<file path="src/lcd_pkg.sv">
`default_nettype none

package lcd_pkg;

    // power-on kinds come first and in program order.
    typedef enum logic [2:0] {
        LCD_PRECHARGE  = 3'd0,
        LCD_FUNC_SET   = 3'd1,
        LCD_DISP_ON    = 3'd2,
        LCD_CLEAR      = 3'd3,
        LCD_ENTRY_MODE = 3'd4,
        LCD_SET_ADDR   = 3'd5,
        LCD_WRITE_DATA = 3'd6
    } lcd_kind_e;

    localparam int LCD_KIND_NUM = 7;

    typedef struct packed {
        logic       rs;
        logic       rw;
        logic [7:0] data;
    } lcd_word_t;

    localparam int LCD_WAIT_W    = 15;
    localparam int LCD_EN_CYCLES = 2;
    localparam int LCD_WAIT_MIN  = LCD_EN_CYCLES + 1; // EN must fall before done.
    localparam int LCD_INIT_LEN  = 5;

    localparam lcd_word_t LCD_BASE_WORD [LCD_KIND_NUM] = '{
        '{rs: 1'b0, rw: 1'b0, data: 8'b0011_0000}, // 8-bit bus wake-up.
        '{rs: 1'b0, rw: 1'b0, data: 8'b0011_1000}, // 8-bit, 2 lines, 5x8.
        '{rs: 1'b0, rw: 1'b0, data: 8'b0000_1100}, // display on, no cursor.
        '{rs: 1'b0, rw: 1'b0, data: 8'b0000_0001},
        '{rs: 1'b0, rw: 1'b0, data: 8'b0000_0110}, // increment, no shift.
        '{rs: 1'b0, rw: 1'b0, data: 8'b1000_0000}, // low 7 bits from arg.
        '{rs: 1'b0, rw: 1'b0, data: 8'b0000_0000}  // whole byte from arg.
    };

    // execution times in clocks at full speed.
    localparam logic [LCD_WAIT_W-1:0] LCD_BASE_WAIT [LCD_KIND_NUM] = '{
        15'd15000,
        15'd39,
        15'd39,
        15'd1530,
        15'd39,
        15'd39,
        15'd43
    };

endpackage

`default_nettype wire
</file>
<file path="src/lcd_cmd_if.sv">
`default_nettype none

interface lcd_cmd_if
    import lcd_pkg::*;
(
    input wire i_clk
);

    logic                  start;    // one-cycle request strobe.
    lcd_kind_e             kind;
    logic [7:0]            arg;
    lcd_word_t             word;
    logic [LCD_WAIT_W-1:0] wait_cyc;
    logic                  done;     // one-cycle finish strobe.

    modport seq (
        output start, kind, arg,
        input  done
    );

    modport dec (
        input  i_clk, start, kind, arg,
        output word, wait_cyc
    );

    modport exe (
        input  start, word, wait_cyc,
        output done
    );

endinterface

`default_nettype wire

</file>
<file path="src/lcd_ctrl_top.sv">
`default_nettype none

module lcd_ctrl_top #(
    parameter int TICK_DIV = 1 // divides all execution times.
) (
    input  wire        i_clk,
    input  wire        i_rst_n,
    input  wire        i_wr,
    input  wire  [6:0] i_addr,
    input  wire  [7:0] i_char,
    output logic       o_ready,
    output logic       o_lcd_en,
    output logic       o_lcd_rs,
    output logic       o_lcd_rw,
    output logic [7:0] o_lcd_data
);

    lcd_cmd_if u_cmd_if (
        .i_clk (i_clk)
    );

    // power-on program and write expansion.
    lcd_init_seq u_seq (
        .i_clk   (i_clk),
        .i_rst_n (i_rst_n),
        .i_wr    (i_wr),
        .i_addr  (i_addr),
        .i_char  (i_char),
        .o_ready (o_ready),
        .cmd     (u_cmd_if)
    );

    lcd_instr_decode #(
        .TICK_DIV (TICK_DIV)
    ) u_dec (
        .cmd (u_cmd_if)
    );

    // drives the LCD pins.
    lcd_instr_exec u_exec (
        .i_clk      (i_clk),
        .i_rst_n    (i_rst_n),
        .o_lcd_en   (o_lcd_en),
        .o_lcd_rs   (o_lcd_rs),
        .o_lcd_rw   (o_lcd_rw),
        .o_lcd_data (o_lcd_data),
        .cmd        (u_cmd_if)
    );

endmodule

`default_nettype wire

</file>
<file path="src/lcd_init_seq.sv">
`default_nettype none

module lcd_init_seq
    import lcd_pkg::*;
(
    input  wire        i_clk,
    input  wire        i_rst_n,
    input  wire        i_wr,
    input  wire  [6:0] i_addr,
    input  wire  [7:0] i_char,
    output logic       o_ready,
    lcd_cmd_if.seq     cmd
);

    localparam int STEP_W = $clog2(LCD_INIT_LEN);

    typedef enum logic [2:0] {
        S_BOOT,
        S_INIT,
        S_READY,
        S_ADDR,
        S_DATA
    } state_e;

    state_e            state_r, state_w;
    logic [STEP_W-1:0] step_r, step_w;
    logic              start_r, start_w;
    logic              ready_r, ready_w;
    lcd_kind_e         kind_r, kind_w;
    logic [7:0]        arg_r, arg_w;
    logic [7:0]        char_r, char_w;

    assign cmd.start = start_r;
    assign cmd.kind  = kind_r;
    assign cmd.arg   = arg_r;
    assign o_ready   = ready_r;

    always_comb begin
        state_w = state_r;
        step_w  = step_r;
        start_w = 1'b0;
        ready_w = ready_r;
        kind_w  = kind_r;
        arg_w   = arg_r;
        char_w  = char_r;
        case (state_r)
            S_BOOT: begin
                start_w = 1'b1;
                kind_w  = LCD_PRECHARGE;
                step_w  = '0;
                state_w = S_INIT;
            end
            S_INIT: begin
                if (cmd.done) begin
                    if (step_r == STEP_W'(LCD_INIT_LEN - 1)) begin
                        ready_w = 1'b1;
                        state_w = S_READY;
                    end
                    else begin
                        step_w  = step_r + 1'b1;
                        kind_w  = lcd_kind_e'(step_w); // init kinds follow the step.
                        start_w = 1'b1;
                    end
                end
            end
            S_READY: begin
                if (i_wr) begin
                    ready_w = 1'b0;
                    start_w = 1'b1;
                    kind_w  = LCD_SET_ADDR;
                    arg_w   = {1'b1, i_addr};
                    char_w  = i_char;
                    state_w = S_ADDR;
                end
            end
            S_ADDR: begin
                if (cmd.done) begin
                    start_w = 1'b1;
                    kind_w  = LCD_WRITE_DATA;
                    arg_w   = char_r;
                    state_w = S_DATA;
                end
            end
            S_DATA: begin
                if (cmd.done) begin
                    ready_w = 1'b1;
                    state_w = S_READY;
                end
            end
            default: begin
                state_w = S_BOOT;
            end
        endcase
    end

    always_ff @(posedge i_clk or negedge i_rst_n) begin
        if (!i_rst_n) begin
            state_r <= S_BOOT;
            step_r  <= '0;
            start_r <= 1'b0;
            ready_r <= 1'b0;
            kind_r  <= LCD_PRECHARGE;
            arg_r   <= '0;
        end
        else begin
            state_r <= state_w;
            step_r  <= step_w;
            start_r <= start_w;
            ready_r <= ready_w;
            kind_r  <= kind_w;
            arg_r   <= arg_w;
        end
    end

    always_ff @(posedge i_clk) begin
        char_r <= char_w;
    end

    // one instruction in flight at a time.
    a_one_in_flight: assert property (@(posedge i_clk) disable iff (!i_rst_n)
        cmd.start |=> (!cmd.start until_with cmd.done))
        else $error("start issued before done of previous instruction");

endmodule

`default_nettype wire

</file>
<file path="src/lcd_instr_decode.sv">
`default_nettype none

module lcd_instr_decode
    import lcd_pkg::*;
#(
    parameter int TICK_DIV = 1
) (
    lcd_cmd_if.dec cmd
);

    if (TICK_DIV < 1) begin : g_bad_div
        $error("TICK_DIV must be at least 1");
    end

    // ceil(base / TICK_DIV), never shorter than the enable pulse plus one.
    function automatic logic [LCD_WAIT_W-1:0] scale_wait(input logic [LCD_WAIT_W-1:0] base);
        int unsigned q;
        q = (32'(base) + TICK_DIV - 1) / TICK_DIV;
        if (q < LCD_WAIT_MIN) begin
            q = LCD_WAIT_MIN;
        end
        return LCD_WAIT_W'(q);
    endfunction

    logic [LCD_WAIT_W-1:0] wait_tab [LCD_KIND_NUM];
    lcd_word_t             word_c;

    // folded to constants at elaboration.
    for (genvar k = 0; k < LCD_KIND_NUM; k++) begin : g_wait
        assign wait_tab[k] = scale_wait(LCD_BASE_WAIT[k]);
    end

    always_comb begin
        word_c = LCD_BASE_WORD[cmd.kind];
        case (cmd.kind)
            LCD_SET_ADDR: begin
                word_c.data[6:0] = cmd.arg[6:0]; // bit 7 is the opcode.
            end
            LCD_WRITE_DATA: begin
                word_c.rs   = 1'b1;
                word_c.data = cmd.arg;
            end
            default: begin
            end
        endcase
    end

    assign cmd.word     = word_c;
    assign cmd.wait_cyc = wait_tab[cmd.kind];

    // the word and wait tables cover only the defined kinds.
    a_kind_legal: assert property (@(posedge cmd.i_clk)
        cmd.start |-> int'(cmd.kind) < LCD_KIND_NUM)
        else $error("undefined instruction kind %0d", cmd.kind);

endmodule

`default_nettype wire

</file>
<file path="src/lcd_instr_exec.sv">
`default_nettype none

module lcd_instr_exec
    import lcd_pkg::*;
(
    input  wire        i_clk,
    input  wire        i_rst_n,
    output logic       o_lcd_en,
    output logic       o_lcd_rs,
    output logic       o_lcd_rw,
    output logic [7:0] o_lcd_data,
    lcd_cmd_if.exe     cmd
);

    typedef enum logic {
        S_IDLE = 1'b0,
        S_EXE  = 1'b1
    } state_e;

    state_e                state_r, state_w;
    lcd_word_t             word_r, word_w;
    logic [LCD_WAIT_W-1:0] cnt_r, cnt_w;
    logic [LCD_WAIT_W-1:0] wait_r;
    logic                  en_r, en_w;
    logic                  done_r, done_w;

    assign o_lcd_en   = en_r;
    assign o_lcd_rs   = word_r.rs;
    assign o_lcd_rw   = word_r.rw;
    assign o_lcd_data = word_r.data;
    assign cmd.done   = done_r;

    always_comb begin
        state_w = state_r;
        word_w  = word_r;
        cnt_w   = cnt_r;
        en_w    = 1'b0;
        done_w  = 1'b0;
        case (state_r)
            S_IDLE: begin
                if (cmd.start) begin
                    state_w = S_EXE;
                    word_w  = cmd.word;
                    cnt_w   = '0;
                    en_w    = 1'b1;
                end
            end
            S_EXE: begin
                if (cnt_r == wait_r) begin
                    state_w = S_IDLE;
                    done_w  = 1'b1;
                end
                else begin
                    cnt_w = cnt_r + 1'b1;
                end
                // EN covers the first LCD_EN_CYCLES cycles.
                en_w = (cnt_r < LCD_WAIT_W'(LCD_EN_CYCLES - 1));
            end
            default: begin
                state_w = S_IDLE;
            end
        endcase
    end

    always_ff @(posedge i_clk or negedge i_rst_n) begin
        if (!i_rst_n) begin
            state_r <= S_IDLE;
            word_r  <= '0; // bus lines idle low.
            cnt_r   <= '0;
            en_r    <= 1'b0;
            done_r  <= 1'b0;
        end
        else begin
            state_r <= state_w;
            word_r  <= word_w;
            cnt_r   <= cnt_w;
            en_r    <= en_w;
            done_r  <= done_w;
        end
    end

    always_ff @(posedge i_clk) begin
        if (state_r == S_IDLE && cmd.start) begin
            wait_r <= cmd.wait_cyc;
        end
    end

    a_word_stable: assert property (@(posedge i_clk) disable iff (!i_rst_n)
        o_lcd_en && $past(o_lcd_en) |-> $stable(word_r))
        else $error("bus word changed while EN high");

    a_done_pulse: assert property (@(posedge i_clk) disable iff (!i_rst_n)
        cmd.done |=> !cmd.done)
        else $error("done held for more than one cycle");

endmodule

`default_nettype wire

</file>
<file path="config.mk">
export PLATFORM = sky130hd
export DESIGN_NAME = lcd_ctrl_top
export DESIGN_NICKNAME = d
export VERILOG_FILES = /design/src/lcd_pkg.sv /design/src/lcd_cmd_if.sv /design/src/lcd_ctrl_top.sv /design/src/lcd_init_seq.sv /design/src/lcd_instr_decode.sv /design/src/lcd_instr_exec.sv
export SDC_FILE = /design/constraint.sdc
export NUM_CORES = 1
export LEC_CHECK = 0
export BUFFER_PORTS_ARGS = -buffer_cell sky130_fd_sc_hd__buf_2
export CAP_MARGIN = 30
export CORE_MARGIN = 2
export CORE_UTILIZATION = 50
export DETAILED_ROUTE_END_ITERATION = 16
export GPL_ROUTABILITY_DRIVEN = 0
export GPL_TIMING_DRIVEN = 1
export HOLD_SLACK_MARGIN = 0.12
export PLACE_DENSITY = 0.7
export REMOVE_ABC_BUFFERS = 1
export SLEW_MARGIN = 40
export SYNTH_ARGS = -nofsm -noshare
export SYNTH_HDL_FRONTEND = slang
export SYNTH_HIERARCHICAL = 1
export SYNTH_SLANG_ARGS = --single-unit
</file>
<file path="constraint.sdc">
create_clock -name i_clk -period 2.6 [get_ports i_clk]
set_clock_uncertainty 0.05 [all_clocks]
set_input_delay 0.39 -clock i_clk [delete_from_list [all_inputs] [get_ports i_clk]]
set_output_delay 0.39 -clock i_clk [all_outputs]
set_load 0.02 [all_outputs]
</file>
==> impl_results.md <==
* Part of the cycle the worst path needs at 80.1%
* Maximum vdd ir drop at 0.336 mV
* Die X at slightly below 90 µm
* EDFF count, synth at 23
* Clock root buffer: clkbuf_8
* Status: finished, final reports clean
* Worst Hold Path EP: u_seq/char_r[2]$_DFFE_PP_
* Mapped Area at 3650 µm²
* Leak Pwr at 0.00176 µW
* CP cell instances: xor2_1, nor4_2, nand4_2, nor2_4, o311ai_0, o311ai_1
* Hold Crit Start: i_char[2]
* Most frequent cells in the layout: 47 x dfrtp_1, 29 x buf_2, 24 x mux2_2
* Via count of the first global-routing pass at roughly 2500
* Unrepaired setup endpoints after global routing: false
* First-pass GRT wire length at 11900 µm
* GR Overflow Total at 0
* Compound-Gate Fraction of Synth Area at 12.1%
* CTS tree: built
* Post-cts gate resize count at 0
* Post-layout total power at roughly 2600 µW
* Reg clk slew, reported paths at ~0.08 ns
* Core area at just over 7000 µm²
* Setup violators final at 0
* CTS H-tree lvls at 3
* Tmin final at between 2 and 2.5 ns
* Ys async rst share at between 60% and 70%
* GRT met3 Usage at about 4.5%
* Chip height at 89.5 µm
* Yosys warns at 6
* Crit-path leading delay family: simple AND/OR/NAND/NOR gates
* DRT iter0 DRCs at between 100 and 150
* Post-synthesis simple-gate area fraction at 15.5%
* Worst reg2reg startpoint: u_exec/cnt_r[2]$_DFFE_PN0P_
* Register area share after synthesis at between 50% and 60%
* Critical path type: reg -> reg
* Mean routed wirelength per cell at 16.1 µm
* Hold depth at 1
* CP max FO at 17
* # diodes at 0
* Final cell count without fillers at approximately 440
* Dpl hpwl at 4960 µm
* DR vias/cell at 5.70
* Wirelength, routed at 7040 µm
* Cells after DPL at roughly 420
* Post-DRT Antenna Nets at 0
* Ys flop type: dfrtp_1
* R2R cell count at 6
* Worst hold slack at 0.166 ns
* Multiplexer area fraction after synthesis at 8.22%
* Die area at 8000 µm²
* Setup TNS at 0 ns
* Count of different cell masters after synthesis at between 60 and 70
* Adder and majority cell fraction of the synthesized area at roughly 2.7%
* CP startpoint: u_exec/cnt_r[2]$_DFFE_PN0P_
* Commonest non-fill, non-tap cell in the layout: dfrtp_1
* Largest family of logic cells by synthesized area: simple AND/OR/NAND/NOR gates
* Reg2reg setup slack at 0.52 ns
* Total track usage at just under 20%
* Final hold viol count at 0
* CTS Sinks at 70
* Gr busiest metal: met2
* Number of core rows at 31
* Mean post-synth cell area at around 12 µm²
* Critical Path Sink Type: flip-flop
* Worst hold path type: in -> reg
* Met2 usage at roughly a third
* Initial Util at 50.9%
* CP arrival at about 2.3 ns
* Worst path bufs/invs at 0
* Buffers on Ports at 29
* Area grow syn2layout at 10.7%
* Largest net degree at the start of global routing at 34
* Total Nets Final at 360
* Worst Path Required at between 2 and 3 ns
* Synth Register Bits at 70
* Share of cells above drive strength 1 at a little over a quarter
* GR Util met1 at between 20% and 30%
* Cells after synthesis at a little over 300
* IO Pins at 30
* Via count at between 2000 and 2500
* Max Clock Freq at slightly below 0.5 GHz
* Max stage delay cell, worst path: dfrtp_1
* Pwr dens at ~640 nW/µm²
* Post-route DRC at 0
* Longest Clk Path Bufs at 2
* CP Launch Type: flip-flop
* Pins Over Slew Limit at 0
* R2R Path End: u_exec/cnt_r[9]$_DFFE_PN0P_
* Initial antenna violation count at 0
* Drt first pass iters at 4
* Max Cap Violations at 0
* Synth Area in XOR/XNOR at 4.08%
* CTS Buf Count at 9
* Clock latency at the later pin of the worst-skew pair at between 0.3 and 0.4 ns
* Max incr delay on CP at between 0.4 and 0.5 ns
repair_timing:
| action | 4_1_cts | 5_1_grt |
|---|---|---|
| setup endpoints to repair | 0 | 0 |
| buffers inserted | 0 | 0 |
| endpoints found under the hold margin | 14 | 0 |
| hold buffers | 1 | 0 |
registers in the layout, summed over array words and instances, names as in the netlist:
| signal | flops |
|---|---|
| u_exec/o_lcd_rw | 1 |
| u_exec/cnt_r | 15 |
| u_exec/o_lcd_data | 8 |
| u_seq/char_r | 8 |
| u_seq/cmd.start | 1 |
| u_exec/wait_r | 15 |
| u_exec/o_lcd_en | 1 |
| u_exec/o_lcd_rs | 1 |
| u_exec/cmd.done | 1 |
| u_seq/cmd.kind | 3 |
| u_seq/step_r | 3 |
| u_seq/cmd.arg | 8 |
| u_exec/state_r | 1 |
| u_seq/o_ready | 1 |
| u_seq/state_r | 3 |
through the flow:
stage                     cell area, µm²  setup WS [ns]  utilization [%]
final                               4040          0.517             56.3
after global routing                4040          0.358             56.3
after CTS                           4040          0.518             56.3
after detailed placement            3810          0.552             53.1
after global placement              3810          0.640             53.1
after floorplan                     3500        0.00386                -
synthesized netlist by cell type (all sizes together), types with 4 or more instances:
cell type	number	area, µm²
ha	8	100
a21o	5	37.5
inv	19	71.3
nand4	4	31.3
nand3	7	45.0
clkbuf	4	15.0
and2	5	32.5
buf	19	140
o211ai	4	30.0
a21oi	5	28.8
nor4	7	56.3
nand2	12	45.0
edfxtp	23	691
o311ai	11	96.4
o21ai	9	45.0
a31oi	8	50.1
or4b	5	50.1
nor2b	8	50.1
mux2	24	270
xnor2	4	35.0
nor2	12	55.1
dfrtp	47	1180
or2	5	33.8
xor2	13	114
nor3	4	20.0
layer usage:
layer | vias up | part of all wire [%]
met5 | - | 0
met4 | 0 | 2.0
met3 | 12 | 5.2
met2 | 70 | 49
met1 | 1237 | 43
li1 | 1177 | -
logic make-up (layout without fill, tap and decap cells):
family / count (synthesis) / in the layout
buffers and inverters: 42 / 70
muxes: 27 / 27
AOI/OAI and AO/OA: 60 / 60
DFF: 70 / 70
and+or+nand+nor: 85 / 85
adders and majority gates: 8 / 8
other: 1 / 2
xor gates and xnor gates: 17 / 17
power breakdown:
part	internal (µW)	switching, µW	total [µW]	leakage (µW)
combinational	153	142	295	0.000821
sequential	1200	126	1330	0.000829
clock	563	415	978	0.000108
final cells by class:
type / instances / area, µm²
timing repair buffer: 35 / 193
clock inverter: 6 / 85.1
sequential: 70 / 1870
inverter: 19 / 71.3
fill: 624 / 3130
tap: 99 / 124
multi-input combinational: 199 / 1560
clock buffer: 10 / 138
worst max-delay path by stage:
stage                                                   to  cells after the start  slack (ns)
after floorplan           u_exec/o_lcd_data[0]$_DFFE_PN0P_                      2       0.004
after global placement        u_exec/cnt_r[10]$_DFFE_PN0P_                      6        0.64
after detailed placement       u_exec/cnt_r[9]$_DFFE_PN0P_                      6        0.55
after CTS                      u_exec/cnt_r[9]$_DFFE_PN0P_                      6        0.52
after global routing           u_exec/cnt_r[9]$_DFFE_PN0P_                      6        0.36
final                          u_exec/cnt_r[9]$_DFFE_PN0P_                      6        0.52
No activity file was read; power rests on OpenSTA's default activity.
